## src/verilog/scope_params.svh

```systemverilog
`ifndef SCOPE_PARAMS_SVH
`define SCOPE_PARAMS_SVH

//////////////////////////////////////////////////////////////////////
// datapath widths
//////////////////////////////////////////////////////////////////////

`define PHASE_W         32            // phase accumulator
`define WAVE_W          12            // signed wave sample
`define PLOT_W          8             // offset binary plot byte

//////////////////////////////////////////////////////////////////////
// timing
//////////////////////////////////////////////////////////////////////

// board build ran the scope strobe at 70000 clocks
`define SAMPLE_DIV      16
`define SYMBOL_SAMPLES  8             // sample strobes per data symbol

// phase steps, per clock
`define BASE_INC        32'h0020_0000 // raw carrier, fsk space
`define FSK_INC         32'h0040_0000 // fsk mark, twice the carrier

//////////////////////////////////////////////////////////////////////
// data bit source
//////////////////////////////////////////////////////////////////////

`define LFSR_W          5
`define LFSR_SEED       5'h01
// x^5 + x^3 + 1, shift right, taps on bits 0 and 2
`define LFSR_TAPS       5'h05

//////////////////////////////////////////////////////////////////////
// keyboard event codes, number keys
//////////////////////////////////////////////////////////////////////

`define SC_MAKE_1       8'h16
`define SC_MAKE_2       8'h1E
`define SC_MAKE_3       8'h26
`define SC_MAKE_4       8'h25
`define SC_MAKE_5       8'h2E
`define SC_MAKE_6       8'h36
`define SC_MAKE_7       8'h3D
`define SC_MAKE_8       8'h3E

// break events carry the make code with bit 7 set
`define SC_BREAK_1      8'h96
`define SC_BREAK_2      8'h9E
`define SC_BREAK_3      8'hA6
`define SC_BREAK_4      8'hA5
`define SC_BREAK_5      8'hAE
`define SC_BREAK_6      8'hB6
`define SC_BREAK_7      8'hBD
`define SC_BREAK_8      8'hBE

`endif

```

## src/verilog/scope_pkg.sv

```systemverilog
`default_nettype none

`include "scope_params.svh"

package scope_pkg;

   //////////////////////////////////////////////////////////////////////
   // keyboard side
   //////////////////////////////////////////////////////////////////////

   typedef struct packed {
      logic       ready;        // one cycle strobe
      logic [7:0] event_type;   // make or break code
   } key_event_t;

   // bit n-1 is key n, so the vector indexes by key number
   typedef struct packed {
      logic key_8;
      logic key_7;
      logic key_6;
      logic key_5;
      logic key_4;
      logic key_3;
      logic key_2;
      logic key_1;
   } held_keys_t;

   //////////////////////////////////////////////////////////////////////
   // channel mode word
   //////////////////////////////////////////////////////////////////////

   typedef enum logic [1:0] {
      SAW       = 2'd0,
      TRIANGLE  = 2'd1,
      SQUARE    = 2'd2,
      RAMP_DOWN = 2'd3
   } wave_sel_e;

   typedef enum logic [1:0] {
      ASK    = 2'd0,
      FSK    = 2'd1,
      BPSK   = 2'd2,
      DIRECT = 2'd3
   } mod_sel_e;

   // raw channel reads a waveform, modulated channel reads a scheme
   typedef union packed {
      wave_sel_e wave;
      mod_sel_e  modulation;
   } chan_mode_u;

   typedef struct packed {
      logic [`PLOT_W-1:0] raw_plot;
      logic [`PLOT_W-1:0] mod_plot;
   } scope_sample_t;

endpackage

`default_nettype wire

```

## src/verilog/keyboard_panel.sv

```systemverilog
`timescale 1ns/1ps
`default_nettype none

`include "scope_params.svh"

module keyboard_panel
   import scope_pkg::*;
(
   input  wire        CLK_25MHZ,
   input  wire        reset_from_key,
   input  key_event_t key_event,
   output held_keys_t held_keys,
   output chan_mode_u raw_mode,
   output chan_mode_u mod_mode
);

   localparam int NUM_KEYS = $bits(held_keys_t);

   // index n-1 holds the codes of key n
   localparam logic [7:0] MAKE_CODE [NUM_KEYS] = '{
      `SC_MAKE_1, `SC_MAKE_2, `SC_MAKE_3, `SC_MAKE_4,
      `SC_MAKE_5, `SC_MAKE_6, `SC_MAKE_7, `SC_MAKE_8
   };

   localparam logic [7:0] BREAK_CODE [NUM_KEYS] = '{
      `SC_BREAK_1, `SC_BREAK_2, `SC_BREAK_3, `SC_BREAK_4,
      `SC_BREAK_5, `SC_BREAK_6, `SC_BREAK_7, `SC_BREAK_8
   };

   logic [NUM_KEYS-1:0] make_hit;
   logic [NUM_KEYS-1:0] break_hit;
   logic [NUM_KEYS-1:0] held_q;
   logic [2:0]          make_idx;     // key number minus one

   //////////////////////////////////////////////////////////////////////
   // event decode
   //////////////////////////////////////////////////////////////////////

   // codes are all distinct, at most one hit per event
   always_comb
   begin
      make_idx = '0;
      for (int i = 0; i < NUM_KEYS; i++)
      begin
         make_hit[i]  = key_event.ready && (key_event.event_type == MAKE_CODE[i]);
         break_hit[i] = key_event.ready && (key_event.event_type == BREAK_CODE[i]);
         if (make_hit[i])
         begin
            make_idx = 3'(i);
         end
      end
   end

   //////////////////////////////////////////////////////////////////////
   // held key levels
   //////////////////////////////////////////////////////////////////////

   always_ff @(posedge CLK_25MHZ)
   begin
      if (reset_from_key)
      begin
         held_q <= '0;
      end
      else
      begin
         held_q <= (held_q | make_hit) & ~break_hit;   // set on make, clear on break
      end
   end

   assign held_keys = held_q;

   //////////////////////////////////////////////////////////////////////
   // selector latches
   //////////////////////////////////////////////////////////////////////

   // keys 1-4 pick the raw waveform, keys 5-8 the modulation
   always_ff @(posedge CLK_25MHZ)
   begin
      if (reset_from_key)
      begin
         raw_mode.wave       <= SAW;
         mod_mode.modulation <= ASK;
      end
      else if (|make_hit)
      begin
         if (!make_idx[2])
         begin
            raw_mode.wave <= wave_sel_e'(make_idx[1:0]);
         end
         else
         begin
            mod_mode.modulation <= mod_sel_e'(make_idx[1:0]);   // key 5 is ask
         end
      end
   end

endmodule

`default_nettype wire

```

## src/verilog/symbol_timing.sv

```systemverilog
`timescale 1ns/1ps
`default_nettype none

`include "scope_params.svh"

module symbol_timing (
   input  wire  CLK_25MHZ,
   input  wire  reset_from_key,
   output logic sample_strobe,
   output logic symbol_strobe,
   output logic data_bit
);

   localparam int DIV_W  = $clog2(`SAMPLE_DIV);
   localparam int SYMB_W = $clog2(`SYMBOL_SAMPLES);

   logic [DIV_W-1:0]   clk_cnt;
   logic [SYMB_W-1:0]  samp_cnt;
   logic [`LFSR_W-1:0] lfsr;

   //////////////////////////////////////////////////////////////////////
   // strobe dividers
   //////////////////////////////////////////////////////////////////////

   // first cycle out of reset sees count 0
   assign sample_strobe = (clk_cnt == DIV_W'(`SAMPLE_DIV - 1));
   assign symbol_strobe = sample_strobe && (samp_cnt == SYMB_W'(`SYMBOL_SAMPLES - 1));

   always_ff @(posedge CLK_25MHZ)
   begin
      if (reset_from_key)
      begin
         clk_cnt  <= '0;
         samp_cnt <= '0;
      end
      else
      begin
         clk_cnt <= sample_strobe ? '0 : clk_cnt + 1'b1;
         if (sample_strobe)
         begin
            samp_cnt <= symbol_strobe ? '0 : samp_cnt + 1'b1;
         end
      end
   end

   //////////////////////////////////////////////////////////////////////
   // data bit lfsr
   //////////////////////////////////////////////////////////////////////

   // fibonacci form, feedback enters at the msb
   always_ff @(posedge CLK_25MHZ)
   begin
      if (reset_from_key)
      begin
         lfsr <= `LFSR_SEED;
      end
      else if (symbol_strobe)
      begin
         lfsr <= {^(lfsr & `LFSR_TAPS), lfsr[`LFSR_W-1:1]};
      end
   end

   assign data_bit = lfsr[0];   // one bit per symbol

endmodule

`default_nettype wire

```

## src/verilog/dds_channel.sv

```systemverilog
`timescale 1ns/1ps
`default_nettype none

`include "scope_params.svh"

module dds_channel
   import scope_pkg::*;
#(
   parameter bit MODULATED = 1'b0
) (
   input  wire                CLK_25MHZ,
   input  wire                reset_from_key,
   input  chan_mode_u         mode,
   input  wire                data_bit,
   input  wire                sample_strobe,
   output logic [`PLOT_W-1:0] plot,
   output logic               sample_valid
);

   localparam int W = `WAVE_W;

   localparam logic [W-1:0] POS_FULL = {1'b0, {(W-1){1'b1}}};   // +2047
   localparam logic [W-1:0] NEG_FULL = {1'b1, {(W-1){1'b0}}};   // -2048, also half scale

   logic [`PHASE_W-1:0] phase;
   logic [`PHASE_W-1:0] phase_inc;
   logic [W-1:0]        p;
   logic [W-1:0]        dbl_p;
   logic signed [W-1:0] saw;
   logic signed [W-1:0] tri_wave;
   logic signed [W-1:0] square;
   logic signed [W-1:0] wave;

   //////////////////////////////////////////////////////////////////////
   // phase accumulator
   //////////////////////////////////////////////////////////////////////

   // fsk mark doubles the step while the bit is 1
   always_comb
   begin
      phase_inc = `BASE_INC;
      if (MODULATED && (mode.modulation == FSK) && data_bit)
      begin
         phase_inc = `FSK_INC;
      end
   end

   always_ff @(posedge CLK_25MHZ)
   begin
      if (reset_from_key)
      begin
         phase <= '0;
      end
      else
      begin
         phase <= phase + phase_inc;
      end
   end

   //////////////////////////////////////////////////////////////////////
   // wave shaping
   //////////////////////////////////////////////////////////////////////

   assign p     = phase[`PHASE_W-1 -: W];
   assign dbl_p = {p[W-2:0], 1'b0};           // 2p, wrapped

   assign saw = {~p[W-1], p[W-2:0]};

   // rising half 2p-2048, falling half 6143-2p, both mod 4096
   assign tri_wave = p[W-1] ? (POS_FULL - dbl_p) : (dbl_p - NEG_FULL);

   assign square = p[W-1] ? NEG_FULL : POS_FULL;

   always_comb
   begin
      wave = saw;
      if (MODULATED)
      begin
         case (mode.modulation)
            ASK:     wave = data_bit ? saw : '0;
            FSK:     wave = saw;                  // frequency moved in the accumulator
            BPSK:    wave = data_bit ? saw : ~saw;
            DIRECT:  wave = data_bit ? POS_FULL : NEG_FULL;
            default: wave = saw;
         endcase
      end
      else
      begin
         case (mode.wave)
            SAW:       wave = saw;
            TRIANGLE:  wave = tri_wave;
            SQUARE:    wave = square;
            RAMP_DOWN: wave = ~saw;
            default:   wave = saw;
         endcase
      end
   end

   //////////////////////////////////////////////////////////////////////
   // plot sample register
   //////////////////////////////////////////////////////////////////////

   always_ff @(posedge CLK_25MHZ)
   begin
      if (reset_from_key)
      begin
         plot         <= '0;
         sample_valid <= 1'b0;
      end
      else
      begin
         sample_valid <= sample_strobe;            // one cycle after the strobe
         if (sample_strobe)
         begin
            // offset binary, top bits only
            plot <= {~wave[W-1], wave[W-2 -: `PLOT_W-1]};
         end
      end
   end

endmodule

`default_nettype wire

```

## src/verilog/scope_signal_top.sv

```systemverilog
`timescale 1ns/1ps
`default_nettype none

module scope_signal_top
   import scope_pkg::*;
(
   input  wire           CLK_25MHZ,
   input  wire           reset_from_key,
   input  key_event_t    key_event,
   output held_keys_t    held_keys,
   output logic          tx_bit,
   output logic          sample_valid,
   output scope_sample_t scope_sample
);

   chan_mode_u raw_mode;
   chan_mode_u mod_mode;
   logic       sample_strobe;

   //////////////////////////////////////////////////////////////////////
   // control
   //////////////////////////////////////////////////////////////////////

   keyboard_panel u_panel (
      .CLK_25MHZ      (CLK_25MHZ),
      .reset_from_key (reset_from_key),
      .key_event      (key_event),
      .held_keys      (held_keys),
      .raw_mode       (raw_mode),
      .mod_mode       (mod_mode)
   );

   // symbol strobe only paces the lfsr inside
   symbol_timing u_timing (
      .CLK_25MHZ      (CLK_25MHZ),
      .reset_from_key (reset_from_key),
      .sample_strobe  (sample_strobe),
      .symbol_strobe  (),
      .data_bit       (tx_bit)
   );

   //////////////////////////////////////////////////////////////////////
   // channels
   //////////////////////////////////////////////////////////////////////

   dds_channel #(.MODULATED(1'b0)) u_raw_chan (
      .CLK_25MHZ      (CLK_25MHZ),
      .reset_from_key (reset_from_key),
      .mode           (raw_mode),
      .data_bit       (tx_bit),        // ignored on the raw side
      .sample_strobe  (sample_strobe),
      .plot           (scope_sample.raw_plot),
      .sample_valid   (sample_valid)
   );

   dds_channel #(.MODULATED(1'b1)) u_mod_chan (
      .CLK_25MHZ      (CLK_25MHZ),
      .reset_from_key (reset_from_key),
      .mode           (mod_mode),
      .data_bit       (tx_bit),
      .sample_strobe  (sample_strobe),
      .plot           (scope_sample.mod_plot),
      .sample_valid   ()                // same strobe as the raw channel
   );

endmodule

`default_nettype wire

```

## config.mk

```make
export PLATFORM = sky130hd
export DESIGN_NAME = scope_signal_top
export DESIGN_NICKNAME = d
export VERILOG_FILES = /design/src/verilog/scope_pkg.sv /design/src/verilog/keyboard_panel.sv /design/src/verilog/symbol_timing.sv /design/src/verilog/dds_channel.sv /design/src/verilog/scope_signal_top.sv
export VERILOG_INCLUDE_DIRS = /design/src /design/src/verilog
export SDC_FILE = /design/constraint.sdc
export NUM_CORES = 1
export LEC_CHECK = 0
export BUFFER_PORTS_ARGS = -buffer_cell sky130_fd_sc_hd__buf_4
export CAP_MARGIN = 20
export CORE_ASPECT_RATIO = 0.6
export CORE_UTILIZATION = 35
export CTS_CLUSTER_DIAMETER = 40
export CTS_CLUSTER_SIZE = 14
export DETAILED_ROUTE_END_ITERATION = 16
export PLACE_DENSITY_LB_ADDON = 0.2
export SLEW_MARGIN = 10
export SYNTH_ARGS = -nofsm -noshare
export SYNTH_HDL_FRONTEND = slang
export SYNTH_SLANG_ARGS = --single-unit
```

## constraint.sdc

```tcl
create_clock -name CLK_25MHZ -period 2.4 [get_ports CLK_25MHZ]
set_input_delay 0.36 -clock CLK_25MHZ [delete_from_list [all_inputs] [get_ports CLK_25MHZ]]
set_output_delay 0.36 -clock CLK_25MHZ [all_outputs]
set_load 0.05 [all_outputs]
```

Word-level counts from Yosys, hierarchy flattened

Index checks and enable logic that the tools add are counted.
W data, S select, Z words.

Register bits after elaboration: 105
Input bits: 11
Output and inout port bits: 26

$add $sub $neg: 6
Equality and inequality tests: 24
Multiplexer cells: 16
Bitwise logic cells: 10
Reductions and logical operators: 25

Operators with widths:

| kind                     | count |
|---|---|
| $pmux W12 S4             | 2 |
| $eq A8 B8 Y1 const B     | 8 |
| $mux W12                 | 5 |
| $eq A8 B6 Y1 const B     | 6 |
| $add A32 B22 Y32 const B | 1 |
| $add A32 B32 Y32         | 1 |
| $not A12 Y12             | 2 |
| $mux W23                 | 1 |
| $logic_and A1 B1 Y1      | 18 |
| $eq A8 B5 Y1 const B     | 2 |
| $mux W3                  | 5 |
| $sub A11 B12 Y12 const A | 1 |
| $sub A12 B12 Y12 const B | 1 |
| $and A8 B8 Y8            | 1 |
| $eq A2 B2 Y1 const B     | 4 |
| $not A8 Y8               | 1 |
| $or A8 B8 Y8             | 1 |
| $reduce_or A8 Y1         | 1 |
| $not A1 Y1               | 5 |
| $reduce_xor A5 Y1        | 1 |
| $add A4 B1 Y4 const B    | 1 |
| $eq A2 B1 Y1 const B     | 2 |
| $eq A4 B4 Y1 const B     | 1 |
| $logic_not A2 Y1         | 2 |
| other kinds (6)          | 8 |

Longest topological paths before layout

Word-level depth: 11
Gate-level depth with buffers: 10
Depth with buffers taken out: 9

Hierarchy

A second synthesis with hierarchy kept.

Cells, all modules: 375
Area total of the unflattened synthesis: 3425.8 um^2

By module, submodules not included:

| module                   | instances | cells an instance | area an instance (um^2) | seq. area each (um^2) |
|---|---|---|---|---|
| dds_channel (u_mod_chan) | 1         | 120               | 1188.6                  | 400.4 |
| dds_channel (u_raw_chan) | 1         | 123               | 1081.0                  | 400.4 |
| keyboard_panel           | 1         | 79                | 663.1                   | 240.2 |
| symbol_timing            | 1         | 53                | 493.0                   | 240.2 |

Worst setup path before layout

OpenSTA, ideal clock, no wires.

Path kind: flip-flop to flip-flop
Start point: register u_timing.lfsr[0]
End point: register u_mod_chan.phase[31]
Library setup time: 0.128 ns
Arrival time: 2.489 ns
Data required time: 2.272 ns
Setup slack: -0.217 ns
Stages on the path, launching flop included: 9
Buffers on the path: 1
Period minus slack after synthesis: 2.617 ns
Cell sequence: dfxtp_1 -> clkbuf_1 -> nand2_1 -> or2_2 -> fa_1 -> nor2b_1 -> and4_1 -> xnor2_1 -> nor2_1

Word-level cells in the longest chain between the ends: 3

RTL lines:

| element                | RTL line            | RTL |
|---|---|---|
| from (decl)            | symbol_timing.sv:19 | `` logic [`LFSR_W-1:0] lfsr; `` |
| from (signal assigned) | symbol_timing.sv:55 | `` lfsr <= `LFSR_SEED; `` |
| from (signal assigned) | symbol_timing.sv:59 | `` lfsr <= {^(lfsr & `LFSR_TAPS), lfsr[`LFSR_W-1:1]}; `` |
| $logic_and A1 B1 Y1    | dds_channel.sv:42   | `if (MODULATED && (mode.modulation == FSK) && data_bit)` |
| $mux W23               | dds_channel.sv:42   |  |
| $add A32 B32 Y32       | dds_channel.sv:56   | `phase <= phase + phase_inc;` |
| to (signal assigned)   | dds_channel.sv:56   |  |
| to (decl)              | dds_channel.sv:25   | `` logic [`PHASE_W-1:0] phase; `` |

No other way between the ends.
A chain may end at the register's enable or synchronous reset.

Worst setup path in the final report

Same ends and word-level chain as after synthesis.

==> results.cfg <==
[status]
status = finished, final reports clean

[detailed_routing]
antenna_left = 0
dr.pass1.iters = 4
totalWireLength_um = 6810
wl_per_cell_um = 13.2
num_vias = 2591
drc_errors = 0
drt_iter0_drc = 168
viasPerCell = 5.03

[logic_synthesis]
synthArstFlopShare = 0
synth.top_cell.area_share = 0.390
yosys.cell_count.top_type = dfxtp_1
synthCells = 369
yosysTopAreaCell = dfxtp_1
ys_seq_elements = 63
netlist_top_cells_area = dfxtp_1 (39%), ha_1 (5.4%), nor2_1 (5.2%)
postSynthAreaPerCell_um2 = 8.76
seq_area_frac_synth = 0.390
synth_commonest_cells = dfxtp_1 (63), nor2_1 (45), nand2_1 (41)
synth-edff-count = 0
yosys_warnings = 0
ys_types = 45
syn_nets = 395
synth-main-ff-cell = dfxtp_1
netlist_area_um2 = 3230

[floorplan]
io_pins = 37
die_h_um = 76.4
num_rows = 26
die-area_um2 = 9630
start_util = 0.371
core_area_um2 = 8720
die_w_um = 126

[finish]
area_delta_synth_final_pct = 20.8
diodes = 0
nets = 424
final_layout_size_suffix_gt1_frac = 0.181
finish.utilization = 0.448

[critical_path]
end_kind = flop
path_delay_family = simple AND/OR/NAND/NOR gates
path_class = reg2reg
crit_required_ns = 2.60
crit_chain = nand2_1 -> or2_2 -> ha_1 -> inv_1 -> fa_1 -> nor2b_1 -> and4_1 -> xnor2_1 -> nor2_1
start_kind = flop
r2r_start = u_timing.lfsr[0]
cp.buffers_inverters = 1
critical_path.startpoint = u_timing.lfsr[0]
arrival_ns = 2.18
critical-path-slowest-cell = fa_1
crit_path_max_fanout = 5
cpPeakStageDelay_ns = 0.38

[sta]
setup_ws_ns = 0.422
finClkSkew_ns = 0.00666
finalMaxSlewViolations = 0
timing.final.crit_share = 0.824
hold_viol = 0
max_slew.worst_pin.slew_ns = 0.648
period_needed_ns = 1.98
rsz0062_at_grt = false
relSlewSlack = 0.568
setup-tns-final_ns = 0
setup_viol = 0
max_freq_mhz = 506

[clocking]
postCtsResizedCells = 0
h-tree-depth = 3
clk_latency_ns = 0.33
numCtsBuffers = 9
cts_setup_buffers = 0
cts_tree = done
ctsHoldBuffers = 0
path_clk_slew_ns = 0.05
cts_root_buffer = clkbuf_16
cts.sinks = 63
cts_buffer_depth = 2

[power]
combPwrFrac = 0.043
leakagePower_uw = 0.00154
pwr_density_cell_nw_per_um2 = 645
p_seq_frac = 0.427
pwr-share-clk = 0.530
p_switching_uw = 527
peakVddDrop_mv = 0.372
p_sw_frac = 0.209
intPower_uw = 1990
power_uw = 2520

[grt]
grt_pass1_wl_um = 11700
overflow = 0
grt.total_usage = 0.156
grt_max_degree = 64
antenna_found_initial = 0
first_global_vias = 2427

[placed_design]
gp_congestion = 0.813
io_buffers = 36
place_ws_ns = 0.402
hpwlAfterDp_um = 4880

[hold_path]
holdCritPathClass = in2reg
hold_start = key_event[4]

[run]
cap_violations = 0
## state kept, by name, summed over array words and instances, names as in the netlist
signal                   flops
u_panel.mod_mode             2
u_panel.held_keys            8
u_timing.samp_cnt            3
u_raw_chan.phase            11
u_panel.raw_mode             2
u_mod_chan.phase            11
u_timing.clk_cnt             4
u_timing.lfsr                5
u_mod_chan.plot              8
u_raw_chan.sample_valid      1
u_raw_chan.plot              8
## layout by cell type, fill, tap and decap left out, types with 2 or more instances in the layout
master	n
ha_1	14
and4_1	2
mux4_2	7
xnor2_1	15
nor3_1	16
and3_1	2
o21ai_0	3
mux2i_1	8
a21oi_1	27
nand3_1	8
nand3b_1	4
nor2b_1	5
a21o_1	2
inv_1	14
nor4bb_1	4
nor2_1	45
or3_1	3
nand2_1	41
buf_4	44
clkbuf_8	3
nand4bb_1	2
and2_1	2
nand4_1	4
nand4b_1	2
clkinv_2	2
a211oi_1	16
clkbuf_16	9
nand2b_1	4
nor4_1	3
xor2_1	11
nor3b_1	2
dfxtp_1	62
## worst paths after layout
path                                             end  slack (ns)  depth (start not counted)
worst max-delay path            u_mod_chan.phase[31]        0.42                          9
worst min register to register    u_mod_chan.plot[6]        0.45                          2
worst max register to register  u_mod_chan.phase[31]        0.42                          9
worst min-delay path             u_panel.mod_mode[1]        0.39                          3
## kinds of logic after synthesis
group / count (synthesis) / share of synthesized area
adder cells (fa/ha/maj): 15 / 0.0604
buffers and inverters: 40 / 0.0503
AND/OR/NAND/NOR: 154 / 0.243
flip-flops: 63 / 0.390
multiplexers: 15 / 0.0736
XOR/XNOR: 26 / 0.0705
AO/OA/AOI/OAI: 56 / 0.112
## power groups by stage
stage / combinational, µW / sequential (µW) / clock [µW]
after detailed placement: 108 / 1100 / 0
after CTS: 109 / 1070 / 1370
final: 108 / 1080 / 1330
after floorplan: 75.3 / 1090 / 0
after global placement: 106 / 1100 / 0
after global routing: 122 / 1080 / 1420
## per-layer routing
metal / vias to the layer above / GRT usage / routed length, µm
met5: - / 0 / 0
met4: 0 / 0.0651 / 112
met3: 8 / 0.0618 / 387
met2: 55 / 0.210 / 2620
met1: 1184 / 0.218 / 3690
li1: 1344 / - / -
## stage by stage
| step | hold slack, ns | instances | cell area (µm²) |
|---|---|---|---|
| finish | 0.393 | 515 | 3900 |
| floorplan | 0.418 | 369 | 3230 |
| CTS | 0.386 | 515 | 3900 |
| global placement | 0.432 | 499 | 3590 |
| global route | 0.391 | 515 | 3900 |
| detailed placement | 0.437 | 499 | 3590 |
## worst register-to-register path: cells and delay by family (launching register included)
family        cells  cell delay (ns)
xor+xnor          1             0.12
fa+ha+maj         2             0.55
buf+inv           1             0.05
flops             1             0.31
simple gates      5             0.82
## area by class of cell
class	count	area (µm²)
repair buffers	44	330
inverters	14	52.6
clock buffers	13	270
multi-input cells	266	1810
well taps	112	140
fillers	875	4820
clock inverters	3	40.0
flip-flops and latches	63	1260
No activity file was read; power rests on OpenSTA's default activity.
